File: src/hw/cpu_settings.svh
`ifndef CPU_SETTINGS_SVH
`define CPU_SETTINGS_SVH

// Datapath word width
`define RW 16

// General register file size
`define REGNO 8
`define REGNO_LOG 3

// Number of ALU flags
`define FLAG_W 5

// PC value on interrupt entry
`define IRQ_VECTOR 16'h0010

// Special register addresses
`define SREG_PC_ADDR 16'h0000
`define SREG_PRIV_CTRL_ADDR 16'h0001
`define SREG_IRQ_PC_ADDR 16'h0003
`define SREG_ALU_FLAGS_ADDR 16'h0004

// Privilege/control value after reset, privileged with interrupts off
`define PRIV_CTRL_RESET 16'h0001

`endif

File: src/hw/cpu_pkg.sv
`include "cpu_settings.svh"

package cpu_pkg;

    // ALU operations
    typedef enum logic [2:0] {
        ADD,
        SUB,
        AND,
        OR,
        XOR,
        SHL,
        SHR,
        PASS_R
    } alu_mode_t;

    // Jump conditions, bit 4 marks a jump
    typedef enum logic [4:0] {
        NONE   = 5'b00000,
        UNCOND = 5'b10000,
        CARRY  = 5'b10001,
        EQUAL  = 5'b10010,
        LT     = 5'b10011,
        GT     = 5'b10100,
        LE     = 5'b10101,
        GE     = 5'b10110,
        NE     = 5'b10111,
        OVF    = 5'b11000,
        PAR    = 5'b11001
    } jump_cond_t;

    localparam int JUMP_EN_BIT = 4;

    // Bit positions in the flag word
    typedef enum logic [2:0] {
        C = 3'd0,
        Z = 3'd1,
        N = 3'd2,
        O = 3'd3,
        P = 3'd4
    } flag_idx_e;

    typedef enum logic [`RW-1:0] {
        SREG_PC        = `SREG_PC_ADDR,
        SREG_PRIV_CTRL = `SREG_PRIV_CTRL_ADDR,
        SREG_IRQ_PC    = `SREG_IRQ_PC_ADDR,
        SREG_ALU_FLAGS = `SREG_ALU_FLAGS_ADDR
    } sreg_addr_t;

    // Privilege/control bits
    localparam int PRIV_MODE   = 0;
    localparam int PRIV_IRQ_EN = 2;

endpackage

File: src/hw/exec_alu.sv
`include "cpu_settings.svh"

module exec_alu (
    input  logic [`RW-1:0]     i_l,
    input  logic [`RW-1:0]     i_r,
    input  cpu_pkg::alu_mode_t i_mode,
    input  logic               i_carry,
    output logic [`RW-1:0]     o_out,
    output logic [`FLAG_W-1:0] o_flags
);

    localparam int SHW = $clog2(`RW);
    localparam int MSB = `RW - 1;

    // One extra bit on top catches carry or borrow
    logic [`RW:0] wide;
    logic         ovf;

    always_comb begin
        wide = '0;
        ovf = 1'b0;
        case (i_mode)
            cpu_pkg::ADD: begin
                wide = {1'b0, i_l} + {1'b0, i_r} + i_carry;
                ovf = (i_l[MSB] == i_r[MSB]) && (wide[MSB] != i_l[MSB]);
            end
            cpu_pkg::SUB: begin
                wide = {1'b0, i_l} - {1'b0, i_r} - i_carry;
                ovf = (i_l[MSB] != i_r[MSB]) && (wide[MSB] != i_l[MSB]);
            end
            cpu_pkg::AND: wide = {1'b0, i_l & i_r};
            cpu_pkg::OR:  wide = {1'b0, i_l | i_r};
            cpu_pkg::XOR: wide = {1'b0, i_l ^ i_r};
            cpu_pkg::SHL: wide = {1'b0, i_l << i_r[SHW-1:0]};
            cpu_pkg::SHR: wide = {1'b0, i_l >> i_r[SHW-1:0]};
            default: wide = {1'b0, i_r};
        endcase
    end

    assign o_out = wide[`RW-1:0];

    // Top bit stays zero for logic ops and shifts
    assign o_flags[cpu_pkg::C] = wide[`RW];
    assign o_flags[cpu_pkg::Z] = ~|o_out;
    assign o_flags[cpu_pkg::N] = o_out[MSB];
    assign o_flags[cpu_pkg::O] = ovf;
    // Set when the result has an even number of ones
    assign o_flags[cpu_pkg::P] = ~^o_out;

endmodule

File: src/hw/exec_pc.sv
`include "cpu_settings.svh"

module exec_pc (
    input  logic           i_clk,
    input  logic           i_rst,
    input  logic           i_inc,
    input  logic           i_load,
    input  logic           i_irq,
    input  logic [`RW-1:0] i_bus,
    output logic [`RW-1:0] o_pc
);

    always_ff @(posedge i_clk) begin
        if (i_rst) begin
            o_pc <= '0;
        end else if (i_irq) begin
            o_pc <= `IRQ_VECTOR;
        end else if (i_load) begin
            o_pc <= i_bus;
        end else if (i_inc) begin
            o_pc <= o_pc + 1'b1;
        end
    end

    // Decode never asks for a step and a jump in the same instruction
    a_inc_load_excl: assert property (@(posedge i_clk) disable iff (i_rst)
        !(i_inc && i_load));

endmodule

File: src/hw/exec_regfile.sv
`include "cpu_settings.svh"

module exec_regfile (
    input  logic                  i_clk,
    input  logic                  i_rst,
    input  logic [`REGNO_LOG-1:0] i_lsel,
    input  logic [`REGNO_LOG-1:0] i_rsel,
    input  logic [`REGNO-1:0]     i_ie,
    input  logic [`RW-1:0]        i_d,
    output logic [`RW-1:0]        o_l,
    output logic [`RW-1:0]        o_r
);

    logic [`RW-1:0] regs [`REGNO];

    always_ff @(posedge i_clk) begin
        if (i_rst) begin
            for (int i = 0; i < `REGNO; i++) begin
                regs[i] <= '0;
            end
        end else begin
            for (int i = 0; i < `REGNO; i++) begin
                if (i_ie[i]) begin
                    regs[i] <= i_d;
                end
            end
        end
    end

    // Asynchronous read ports
    assign o_l = regs[i_lsel];
    assign o_r = regs[i_rsel];

    // Writeback stage retires at most one register per cycle
    a_ie_onehot: assert property (@(posedge i_clk) disable iff (i_rst)
        $onehot0(i_ie));

endmodule

File: src/hw/exec_sreg.sv
`include "cpu_settings.svh"

module exec_sreg (
    input  logic               i_clk,
    input  logic               i_rst,
    input  logic [`RW-1:0]     i_addr,
    input  logic [`RW-1:0]     i_wdata,
    input  logic               i_store,
    input  logic               i_irt,
    input  logic               i_irq_entry,
    input  logic [`RW-1:0]     i_pc,
    input  logic [`FLAG_W-1:0] i_flags,
    output logic [`RW-1:0]     o_rdata,
    output logic               o_irq_en,
    output logic               o_flags_we,
    output logic               o_pc_we
);

    logic [`RW-1:0] priv_ctrl;
    logic [`RW-1:0] irq_pc;
    logic           priv_mode;

    assign priv_mode = priv_ctrl[cpu_pkg::PRIV_MODE];
    assign o_irq_en = priv_ctrl[cpu_pkg::PRIV_IRQ_EN];

    always_ff @(posedge i_clk) begin
        if (i_rst) begin
            priv_ctrl <= `PRIV_CTRL_RESET;
        end else if (i_irq_entry) begin
            // No nesting, handler runs with interrupts off
            priv_ctrl[cpu_pkg::PRIV_IRQ_EN] <= 1'b0;
        end else if (i_irt) begin
            priv_ctrl[cpu_pkg::PRIV_IRQ_EN] <= 1'b1;
        end else if (i_store && i_addr == cpu_pkg::SREG_PRIV_CTRL && priv_mode) begin
            priv_ctrl <= i_wdata;
        end
    end

    always_ff @(posedge i_clk) begin
        if (i_irq_entry) begin
            irq_pc <= i_pc;
        end else if (i_store && i_addr == cpu_pkg::SREG_IRQ_PC) begin
            irq_pc <= i_wdata;
        end
    end

    // Read mux, return from interrupt always sees the saved PC
    always_comb begin
        if (i_irt) begin
            o_rdata = irq_pc;
        end else begin
            case (i_addr)
                cpu_pkg::SREG_PC:        o_rdata = i_pc;
                cpu_pkg::SREG_PRIV_CTRL: o_rdata = priv_ctrl;
                cpu_pkg::SREG_IRQ_PC:    o_rdata = irq_pc;
                cpu_pkg::SREG_ALU_FLAGS: o_rdata = {{(`RW-`FLAG_W){1'b0}}, i_flags};
                default:                 o_rdata = '0;
            endcase
        end
    end

    // Flags and PC live outside, just report the store
    assign o_flags_we = i_store && (i_addr == cpu_pkg::SREG_ALU_FLAGS);
    assign o_pc_we = i_store && (i_addr == cpu_pkg::SREG_PC);

endmodule

File: src/hw/execute.sv
`include "cpu_settings.svh"

module execute (
    input  logic                  i_clk,
    input  logic                  i_rst,
    input  logic                  i_submit,
    input  logic                  i_flush,
    input  logic                  i_jmp_predict,
    input  logic                  i_next_ready,
    input  logic [`RW-1:0]        i_imm,
    input  logic                  i_pc_inc,
    input  logic                  i_r_bus_imm,
    input  logic                  i_alu_carry_en,
    input  logic                  i_alu_flags_ie,
    input  logic                  i_mem_access,
    input  logic                  i_mem_we,
    input  logic                  i_mem_width,
    input  logic                  i_sreg_load,
    input  logic                  i_sreg_store,
    input  logic                  i_sreg_irt,
    input  logic                  i_sys,
    input  logic                  i_irq,
    input  cpu_pkg::alu_mode_t    i_alu_mode,
    input  logic [`REGNO_LOG-1:0] i_l_reg_sel,
    input  logic [`REGNO_LOG-1:0] i_r_reg_sel,
    input  logic [`REGNO-1:0]     i_rf_ie,
    input  logic [`REGNO-1:0]     i_reg_ie,
    input  cpu_pkg::jump_cond_t   i_jump_cond,
    input  logic [1:0]            i_used_operands,
    input  logic [`RW-1:0]        i_reg_data,
    output logic                  o_ready,
    output logic                  o_flush,
    output logic                  o_pc_update,
    output logic [`RW-1:0]        o_exec_pc,
    output logic [`RW-1:0]        o_data,
    output logic [`RW-1:0]        o_addr,
    output logic [`REGNO-1:0]     o_reg_ie,
    output logic                  o_mem_access,
    output logic                  o_mem_we,
    output logic                  o_mem_width,
    output logic                  o_submit
);

    logic [`REGNO-1:0]  pending;
    logic               hazard;
    logic               hold_valid;
    logic               sys_d;
    logic               irq;
    logic               irq_en;
    logic               invalidate;
    logic               in_valid;
    logic               instr_valid;
    logic               exec_submit;
    logic [`RW-1:0]     rf_l;
    logic [`RW-1:0]     rf_r;
    logic [`RW-1:0]     reg_l;
    logic [`RW-1:0]     reg_r;
    logic [`RW-1:0]     alu_out;
    logic [`FLAG_W-1:0] alu_flags;
    logic [`FLAG_W-1:0] flags_q;
    logic [`RW-1:0]     pc;
    logic [`RW-1:0]     pc_bus;
    logic [`RW-1:0]     sreg_rdata;
    logic               flags_we;
    logic               pc_we;
    logic               irt_q;
    logic               jump_valid;
    logic               jump_taken;
    logic               mispredict;

    // Operand still waiting for writeback, unless it lands this cycle
    assign hazard =
        (i_used_operands[0] && pending[i_l_reg_sel] && !i_reg_ie[i_l_reg_sel]) ||
        (i_used_operands[1] && pending[i_r_reg_sel] && !i_reg_ie[i_r_reg_sel]);

    // Interrupt entry kills the instruction in flight so it reruns after return
    assign irq = (i_irq && irq_en) || sys_d;
    assign invalidate = i_flush || irq;
    assign in_valid = i_submit && !invalidate;
    assign instr_valid = in_valid || (hold_valid && !i_submit && !invalidate);
    assign exec_submit = i_next_ready && instr_valid && !hazard;
    assign o_ready = exec_submit || !instr_valid;

    always_ff @(posedge i_clk) begin
        if (i_rst) begin
            hold_valid <= 1'b0;
        end else if (invalidate || exec_submit) begin
            hold_valid <= 1'b0;
        end else if (in_valid) begin
            hold_valid <= 1'b1;
        end
    end

    always_ff @(posedge i_clk) begin
        if (i_rst) begin
            pending <= '0;
        end else begin
            pending <= (pending & ~i_reg_ie) | (exec_submit ? i_rf_ie : '0);
        end
    end

    // Sys enters the handler one cycle late, so the PC already points past it
    always_ff @(posedge i_clk) begin
        if (i_rst) begin
            sys_d <= 1'b0;
        end else begin
            sys_d <= i_sys && exec_submit;
        end
    end

    exec_regfile u_regfile (
        .i_clk  (i_clk),
        .i_rst  (i_rst),
        .i_lsel (i_l_reg_sel),
        .i_rsel (i_r_reg_sel),
        .i_ie   (i_reg_ie),
        .i_d    (i_reg_data),
        .o_l    (rf_l),
        .o_r    (rf_r)
    );

    // Bypass the value being written back this cycle
    assign reg_l = i_reg_ie[i_l_reg_sel] ? i_reg_data : rf_l;
    assign reg_r = i_reg_ie[i_r_reg_sel] ? i_reg_data : rf_r;

    exec_alu u_alu (
        .i_l     (reg_l),
        .i_r     (i_r_bus_imm ? i_imm : reg_r),
        .i_mode  (i_alu_mode),
        .i_carry (flags_q[cpu_pkg::C] && i_alu_carry_en),
        .o_out   (alu_out),
        .o_flags (alu_flags)
    );

    assign irt_q = i_sreg_irt && exec_submit;

    exec_sreg u_sreg (
        .i_clk       (i_clk),
        .i_rst       (i_rst),
        .i_addr      (i_imm),
        .i_wdata     (reg_r),
        .i_store     (i_sreg_store && exec_submit),
        .i_irt       (irt_q),
        .i_irq_entry (irq),
        .i_pc        (pc),
        .i_flags     (flags_q),
        .o_rdata     (sreg_rdata),
        .o_irq_en    (irq_en),
        .o_flags_we  (flags_we),
        .o_pc_we     (pc_we)
    );

    always_ff @(posedge i_clk) begin
        if (i_rst) begin
            flags_q <= '0;
        end else if (flags_we) begin
            flags_q <= reg_r[`FLAG_W-1:0];
        end else if (i_alu_flags_ie && exec_submit) begin
            flags_q <= alu_flags;
        end
    end

    // Jump decode from the stored flags
    assign jump_valid = i_jump_cond[cpu_pkg::JUMP_EN_BIT];

    always_comb begin
        case (i_jump_cond)
            cpu_pkg::UNCOND: jump_taken = 1'b1;
            cpu_pkg::CARRY:  jump_taken = flags_q[cpu_pkg::C];
            cpu_pkg::EQUAL:  jump_taken = flags_q[cpu_pkg::Z];
            cpu_pkg::LT:     jump_taken = flags_q[cpu_pkg::N];
            cpu_pkg::GT:     jump_taken = !(flags_q[cpu_pkg::N] || flags_q[cpu_pkg::Z]);
            cpu_pkg::LE:     jump_taken = flags_q[cpu_pkg::N] || flags_q[cpu_pkg::Z];
            cpu_pkg::GE:     jump_taken = !flags_q[cpu_pkg::N];
            cpu_pkg::NE:     jump_taken = !flags_q[cpu_pkg::Z];
            cpu_pkg::OVF:    jump_taken = flags_q[cpu_pkg::O];
            cpu_pkg::PAR:    jump_taken = flags_q[cpu_pkg::P];
            default:         jump_taken = 1'b0;
        endcase
    end

    assign mispredict = jump_valid && (jump_taken != i_jmp_predict);

    // Return uses the saved PC, a store uses the register, a jump the ALU target
    assign pc_bus = irt_q ? sreg_rdata : (pc_we ? reg_r : alu_out);

    exec_pc u_pc (
        .i_clk  (i_clk),
        .i_rst  (i_rst),
        .i_inc  ((i_pc_inc || (jump_valid && !jump_taken)) && exec_submit),
        .i_load (((jump_valid && jump_taken) && exec_submit) || pc_we || irt_q),
        .i_irq  (irq),
        .i_bus  (pc_bus),
        .o_pc   (pc)
    );

    assign o_pc_update = exec_submit;
    assign o_exec_pc = pc;

    always_ff @(posedge i_clk) begin
        if (i_rst) begin
            o_flush <= 1'b0;
        end else begin
            o_flush <= (mispredict && exec_submit) || pc_we || irt_q || irq;
        end
    end

    always_ff @(posedge i_clk) begin
        if (i_rst) begin
            o_submit <= 1'b0;
        end else begin
            o_submit <= exec_submit;
        end
    end

    always_ff @(posedge i_clk) begin
        if (exec_submit) begin
            o_addr <= alu_out;
            if (i_mem_access) begin
                o_data <= reg_r;
            end else if (i_sreg_load) begin
                o_data <= sreg_rdata;
            end else begin
                o_data <= alu_out;
            end
            o_reg_ie <= i_rf_ie;
            o_mem_access <= i_mem_access;
            o_mem_we <= i_mem_we;
            o_mem_width <= i_mem_width;
        end
    end

    // Writeback retires only registers issued earlier
    a_wb_pending: assert property (@(posedge i_clk) disable iff (i_rst)
        (i_reg_ie & ~pending) == '0);

endmodule

File: config.mk
export PLATFORM = sky130hd
export DESIGN_NAME = execute
export DESIGN_NICKNAME = d
export VERILOG_FILES = /design/src/hw/cpu_pkg.sv /design/src/hw/exec_alu.sv /design/src/hw/exec_pc.sv /design/src/hw/exec_regfile.sv /design/src/hw/exec_sreg.sv /design/src/hw/execute.sv
export VERILOG_INCLUDE_DIRS = /design/src /design/src/hw
export SDC_FILE = /design/constraint.sdc
export NUM_CORES = 1
export LEC_CHECK = 0
export BUFFER_PORTS_ARGS = -buffer_cell sky130_fd_sc_hd__buf_2
export CAP_MARGIN = 10
export CORE_AREA = 5 5 230 232
export DETAILED_ROUTE_END_ITERATION = 10
export DIE_AREA = 0 0 235 237
export GPL_ROUTABILITY_DRIVEN = 0
export SETUP_SLACK_MARGIN = 0.02
export SYNTH_ARGS = -nofsm -noshare
export SYNTH_HDL_FRONTEND = slang
export SYNTH_SLANG_ARGS = --single-unit
File: constraint.sdc
create_clock -name i_clk -period 18.15 [get_ports i_clk]
set_input_delay 3.63 -clock i_clk [delete_from_list [all_inputs] [get_ports i_clk]]
set_output_delay 3.63 -clock i_clk [all_outputs]
set_load 0.05 [all_outputs]
# Word level (Yosys, flattened, before mapping)
# Memories as Yosys holds them, arrays and structs flattened.
# Index checks and enable logic that the tools add are counted.
[word_totals]
regBits = 108
ramBits = 128
inputBits = 82
output_inout_bits = 63
wordCells = 195
memories = 1
[memory_table]
columns = ["name", "words", "width", "rd", "rd_clocked_by_memory_dff", "write_ports", "line_no", "text"]
rows = [
  ["u_regfile.regs", 8, 16, 2, 0, 8, "exec_regfile.sv:14", "logic [`RW-1:0] regs [`REGNO];"],
]
[classes]
addsub = 5
order_cmp = 2
eq_ne = 24
n_shift = 2
n_mux = 64
n_bitwise = 16
n_reduce_logical = 64
[op_table]
columns = ["op", "count"]
rows = [
  ["2-to-1 mux 16 bit", 20],
  ["case mux 17 bit (7 select lines)", 1],
  ["case mux 16 bit (4 select lines)", 1],
  ["equality test 5 bit (second input constant)", 10],
  ["2-to-1 mux 1 bit", 31],
  ["logical AND 1 bit", 28],
  ["adder 16 x 16 -> 17 bit", 1],
  ["adder 17 x 1 -> 17 bit", 1],
  ["subtractor 16 x 16 -> 17 bit", 1],
  ["subtractor 17 x 1 -> 17 bit", 1],
  ["adder 16 x 1 -> 16 bit (second input constant)", 1],
  ["AND 16 bit", 1],
  ["equality test 16 x 1 -> 1 bit (second input constant)", 1],
  ["equality test 16 x 2 -> 1 bit (second input constant)", 1],
  ["equality test 16 x 3 -> 1 bit (second input constant)", 1],
  ["zero test 16 bit", 1],
  ["bitwise OR 16 bit", 1],
  ["OR reduction 16 bit", 1],
  ["XNOR reduction 16 bit", 1],
  ["left shift 16 x 4 -> 16 bit", 1],
  [">> shifter 16 x 4 -> 16 bit", 1],
  ["bitwise XOR 16 bit", 1],
  ["2-to-1 mux 5 bit", 3],
  ["logical OR 1 bit", 13],
  ["22 further kinds", 54],
]

# Longest topological paths before layout
[depth]
depth_word = 14
ltp_mapped = 30
depth_no_buf = 27

# By module
# Synthesis repeated with hierarchy kept, for this count alone.
[unflattened]
cells_unflattened = 1638
area_unflattened_um2 = 17772.0
[by_module_without_submodules]
columns = ["mod", "instances", "cells_each", "area_each_um2", "seq_area_each_um2"]
rows = [
  ["exec_regfile", 1, 370, 6766.5, 3843.7],
  ["exec_alu", 1, 670, 4569.4, 0.0],
  ["execute", 1, 309, 3719.8, 1631.6],
  ["exec_sreg", 1, 186, 1831.8, 800.8],
  ["exec_pc", 1, 103, 884.6, 320.3],
]

# Worst setup path after synthesis
# OpenSTA, ideal clock, no wires.
[synth_path]
path_kind = "input -> output"
from = "input i_l_reg_sel[1]"
to = "output o_ready"
t_arrival_ns = 6.557
slack_ns = 7.963
stages = 8
n_path_buf = 4
path_cell_list = "buf_4 -> buf_4 -> buf_4 -> a32o_1 -> mux4_2 -> a211oi_1 -> buf_2 -> nand2b_1"
[synth_between]
elab_chain_len = 8
elab_cells_between_ends = 11
classes_between = "mux: 4; reduce/logical: 7"
[synth_lines]
columns = ["element", "line_no", "text"]
rows = [
  ["start: declaration", "execute.sv:24", "input logic [`REGNO_LOG-1:0] i_l_reg_sel,"],
  ["binary-select mux 1 bit (select 3 bit)", "execute.sv:73", "(i_used_operands[0] && pending[i_l_reg_sel] && !i_reg_ie[i_l_reg_sel]) ||"],
  ["2-to-1 mux 1 bit (implied by the code)", "execute.sv:73", ""],
  ["logical AND 1 bit / zero test 1 bit (equally long branches)", "execute.sv:73", ""],
  ["logical AND 1 bit *", "execute.sv:73", ""],
  ["logical OR 1 bit *", "execute.sv:73", ""],
  ["zero test 1 bit *", "execute.sv:81", "assign exec_submit = i_next_ready && instr_valid && !hazard;"],
  ["logical AND 1 bit *", "execute.sv:81", ""],
  ["via o_pc_update", "execute.sv:33", "output logic o_pc_update,"],
  ["logical OR 1 bit *", "execute.sv:82", "assign o_ready = exec_submit || !instr_valid;"],
  ["end: declaration", "execute.sv:31", "output logic o_ready,"],
]
# The timed path passes the listed nets; every way through them passes the cells marked *. The select of a mux whose other input is x is not followed.

# Worst setup path after layout
[layout_path]
from = "input i_r_reg_sel[1]"
to = "register flags_q[4]"
[layout_between]
elab_chain_len = 10
elab_cells_between_ends = 30
classes_between = "add/sub: 4; shift: 2; mux: 9; bitwise: 3; reduce/logical: 11; memory: 1"
[layout_lines]
columns = ["element", "line_no", "text"]
rows = [
  ["start: declaration", "execute.sv:25", "input logic [`REGNO_LOG-1:0] i_r_reg_sel,"],
  ["binary-select mux 1 bit (select 3 bit)", "execute.sv:124", "assign reg_r = i_reg_ie[i_r_reg_sel] ? i_reg_data : rf_r;"],
  ["2-to-1 mux 1 bit (implied by the code)", "execute.sv:124", ""],
  ["2-to-1 mux 16 bit *", "execute.sv:124", ""],
  ["2-to-1 mux 16 bit *", "execute.sv:128", ".i_r (i_r_bus_imm ? i_imm : reg_r),"],
  ["subtractor 16 x 16 -> 17 bit / adder 16 x 16 -> 17 bit (equally long branches)", "exec_alu.sv:28, exec_alu.sv:24", ""],
  ["subtractor 17 x 1 -> 17 bit / adder 17 x 1 -> 17 bit (equally long branches)", "exec_alu.sv:28, exec_alu.sv:24", ""],
  ["case mux 17 bit (7 select lines) *", "exec_alu.sv:22", "case (i_mode)"],
  ["via alu_out[14]", "execute.sv:58", "logic [`RW-1:0] alu_out;"],
  ["XNOR reduction 16 bit *", "exec_alu.sv:48", "assign o_flags[cpu_pkg::P] = ~^o_out;"],
  ["2-to-1 mux 5 bit *", "execute.sv:158", "end else if (i_alu_flags_ie && exec_submit) begin"],
  ["2-to-1 mux 5 bit *", "execute.sv:156", "end else if (flags_we) begin"],
  ["end signal: assignment", "execute.sv:157", "flags_q <= reg_r[`FLAG_W-1:0];"],
  ["end signal: assignment", "execute.sv:159", "flags_q <= alu_flags;"],
  ["end: declaration", "execute.sv:60", "logic [`FLAG_W-1:0] flags_q;"],
]
# Marks and branches as above.
# A chain may end at the register's enable or synchronous reset.

==> flow_metrics.tcl <==
set metrics [dict create \
    status "finished, final reports clean" \
    synth_top_area_cell "edfxtp_1" \
    ys_seq_area_share_pct 37.7 \
    clockBufferDepth 3 \
    postCtsSetupRepairBufs 0 \
    final_cells 2524 \
    dp_hpwl_um 45200 \
    power_switching_uw 677 \
    dr_total_vias 15300 \
    synth_ff_type "edfxtp_1" \
    die_x_um 235 \
    dieArea_sq_um 55700 \
    first_iter_violations 1969 \
    worstHoldPathType "flip-flop to flip-flop" \
    grt_antenna_before_repair 2 \
    postCtsHoldBufs 0 \
    cts_root_buffer "clkbuf_16" \
    synth_cells 1741 \
    grt.total_usage_pct 21.7 \
    grt_setup_unrepaired "no" \
    port_buffers 144 \
    synth_top_area_share_pct 32.1 \
    end_kind "flip-flop" \
    cts-htree-levels 1 \
    std_cell_rows 83 \
    crit_required_ps 18550 \
    finalCriticalPeriod_ps 10850 \
    fmax_mhz 92.2 \
    cp_slowest_stage_delay_ps 870 \
    fin_crit_sh_pct 59.8 \
    comb_power_share_pct 36.4 \
    cts_tree "built" \
    clock_skew_ps 20.0 \
    crit_fanout 36 \
    setup_viol 0 \
    hp-start "u_sreg.priv_ctrl[0]" \
    tns_ps 0 \
    p_seq_share_pct 34.8 \
    critPathKind "primary input to flip-flop" \
    cp_common_cell "o21ai_0" \
    dpl.cell_count 2478 \
    cts_made_buffers 26 \
    fin_area_sq_um 19600 \
    ys_top_cells_by_area "edfxtp_1, mux4_2, dfxtp_1" \
    drv_cap 0 \
    grt_pass1_vias 14900 \
    drc 0 \
    slowest_stage "mux2i_2" \
    setup.worst_path.start "i_r_reg_sel[1]" \
    cp_data_arrival_time_ps 11240 \
    vias_per_cell 6.07 \
    wirelength_um 63300 \
    ctsResizeCount 0 \
    drive_gt1_share_pct 20.5 \
    powerDensity_nw_per_um2 94.9 \
    antenna_left 0 \
    leakage_uw 0.00742 \
    avgRoutedWirePerCell_um 25.1 \
    p_clk_share_pct 28.8 \
    syn_avg_cell_area_sq_um 10.1 \
    synth_cell_type_count 88 \
    worstReg2RegStart "u_regfile.regs[7][1]" \
    ys_seq_elements 236 \
    grt_max_degree 58 \
    nets 1982 \
    report.final.slew_viol_count 0 \
    swShare_pct 36.4 \
    overflow 0 \
    clkLatencyLatePin_ps 560 \
    slew_headroom_pct 18.9 \
    core_area_sq_um 50800 \
    syn-num-nets 1897 \
    clk_pin_slew_ps 70 \
    clock-sinks 236 \
    synthToLayoutAreaGrowth_pct 12.0 \
    io_pins 145 \
    post_dp_cell_area_sq_um 18800 \
    intPower_uw 1180 \
    vdd_drop_max_uv 72.9 \
    finalHoldViolCount 0 \
    die_height_um 237 \
    syn_area_sq_um 17500 \
    initial_core_util_pct 34.5 \
    grt_pass1_wl_um 95300 \
    startpoint_type "primary input" \
    diodes 0 \
    worst_pin_slew_ps 1210 \
    synthArstFlopShare_pct 0 \
    ys_warn_count 0 \
    firstDrtPassIters 6 \
    synth-edff-count 187 \
    finish.utilization_pct 38.6 \
]
power by group through the flow:
stage | clock network, uW | registers (uW) | logic [uW]
after CTS | 537 | 648 | 660
after floorplan | 0 | 676 | 447
after global placement | 0 | 657 | 649
after global routing | 560 | 651 | 722
after detailed placement | 0 | 659 | 656
final | 535 | 648 | 677
final cells by class:
cell class / count / area (sq um)
multi-input cells: 1291 / 10000
well taps: 680 / 851
clock buffers: 33 / 677
inverters: 102 / 383
fillers: 5009 / 31200
flip-flops and latches: 236 / 6600
repair buffers: 169 / 908
clock inverters: 13 / 166
per-layer routing:
layer	GRT usage (%)	routed length (um)
met1	30.2	26100
met2	34.8	28900
met3	4.22	6140
met4	6.02	2070
met5	0	17
synth_stat cells, types with 15 or more instances:
master / number
edfxtp_1: 187
o21ai_0: 123
nand2_1: 115
and2_1: 112
nor2_1: 110
a21oi_1: 101
inv_1: 98
mux4_2: 71
ha_1: 70
clkbuf_1: 66
mux2_2: 52
mux2i_1: 51
dfxtp_1: 49
o211ai_1: 36
nand3_1: 34
a211oi_1: 26
buf_2: 26
nor3_1: 25
a22oi_1: 21
nor2b_1: 21
a31oi_1: 20
xnor2_1: 20
nand2b_1: 17
xor2_1: 16
a21o_1: 15
o21a_1: 15
layout by cell type (no fill, tap or decap), types with 9 or more instances in the layout:
cell and count:
a31oi_1 20, nand2_1 115, nor3_1 25, dfxtp_1 49
xnor2_1 20, o21ai_0 121, o221ai_1 12, o211ai_1 36
mux2i_1 50, o22ai_1 10, a221oi_1 12, and3_1 13
edfxtp_1 187, a21o_1 15, a21oi_1 101, a22oi_1 21
nand3_1 34, nor2b_1 21, and2_1 112, o21a_1 15
ha_1 70, nand2b_1 17, mux2_2 52, mux4_2 71
o21ai_1 9, or2_2 10, nor2_1 110, buf_4 25
nand4_1 13, clkbuf_16 26, a22o_1 11, xor2_1 16
buf_2 144, inv_1 98, a211oi_1 25
flip-flops by register name, summed over array words and instances (netlist names):
| register | flops |
|---|---|
| flags_q | 5 |
| hold_valid | 1 |
| o_addr | 16 |
| o_data | 16 |
| o_flush | 1 |
| o_mem_access | 1 |
| o_mem_we | 1 |
| o_mem_width | 1 |
| o_reg_ie | 8 |
| o_submit | 1 |
| pending | 8 |
| sys_d | 1 |
| u_pc.o_pc | 16 |
| u_regfile.regs | 128 |
| u_sreg.irq_pc | 16 |
| u_sreg.priv_ctrl | 16 |
per-stage QoR:
step                      setup WS (ps)  power [uW]  hold slack (ps)
after detailed placement           7030        1320              443
after global routing               6990        1930              493
after global placement             7130        1310              445
after CTS                          7520        1840              466
after floorplan                    7960        1120              426
final                              7300        1860              471
final timing paths:
path / to / slack, ps / depth (start not counted)
worst max-delay path: flags_q[4] / 7300 / 26
worst min-delay path: u_sreg.priv_ctrl[0] / 470 / 1
worst max register to register: flags_q[4] / 11600 / 23
worst min register to register: u_sreg.priv_ctrl[0] / 470 / 1
critical path: cells and delay by family:
| family | cells | cell delay, ps |
|---|---|---|
| AOI/OAI and AO/OA | 10 | 2900 |
| xor gates and xnor gates | 3 | 500 |
| adders and majority gates | 3 | 1040 |
| buffers and inverters | 4 | 740 |
| muxes | 2 | 1550 |
| and+or+nand+nor | 4 | 820 |
cells by family (layout without fill, tap and decap cells):
group / after synthesis / after routing / share of synthesized area [%]
XOR/XNOR: 36 / 36 / 1.80
AND/OR/NAND/NOR: 507 / 507 / 14.8
adder cells (fa/ha/maj): 74 / 74 / 5.46
multiplexers: 180 / 180 / 16.0
AO/OA/AOI/OAI: 494 / 494 / 19.1
buffers and inverters: 214 / 317 / 5.18
flip-flops: 236 / 236 / 37.7
Note: power is estimated with default switching activity, not from simulation.
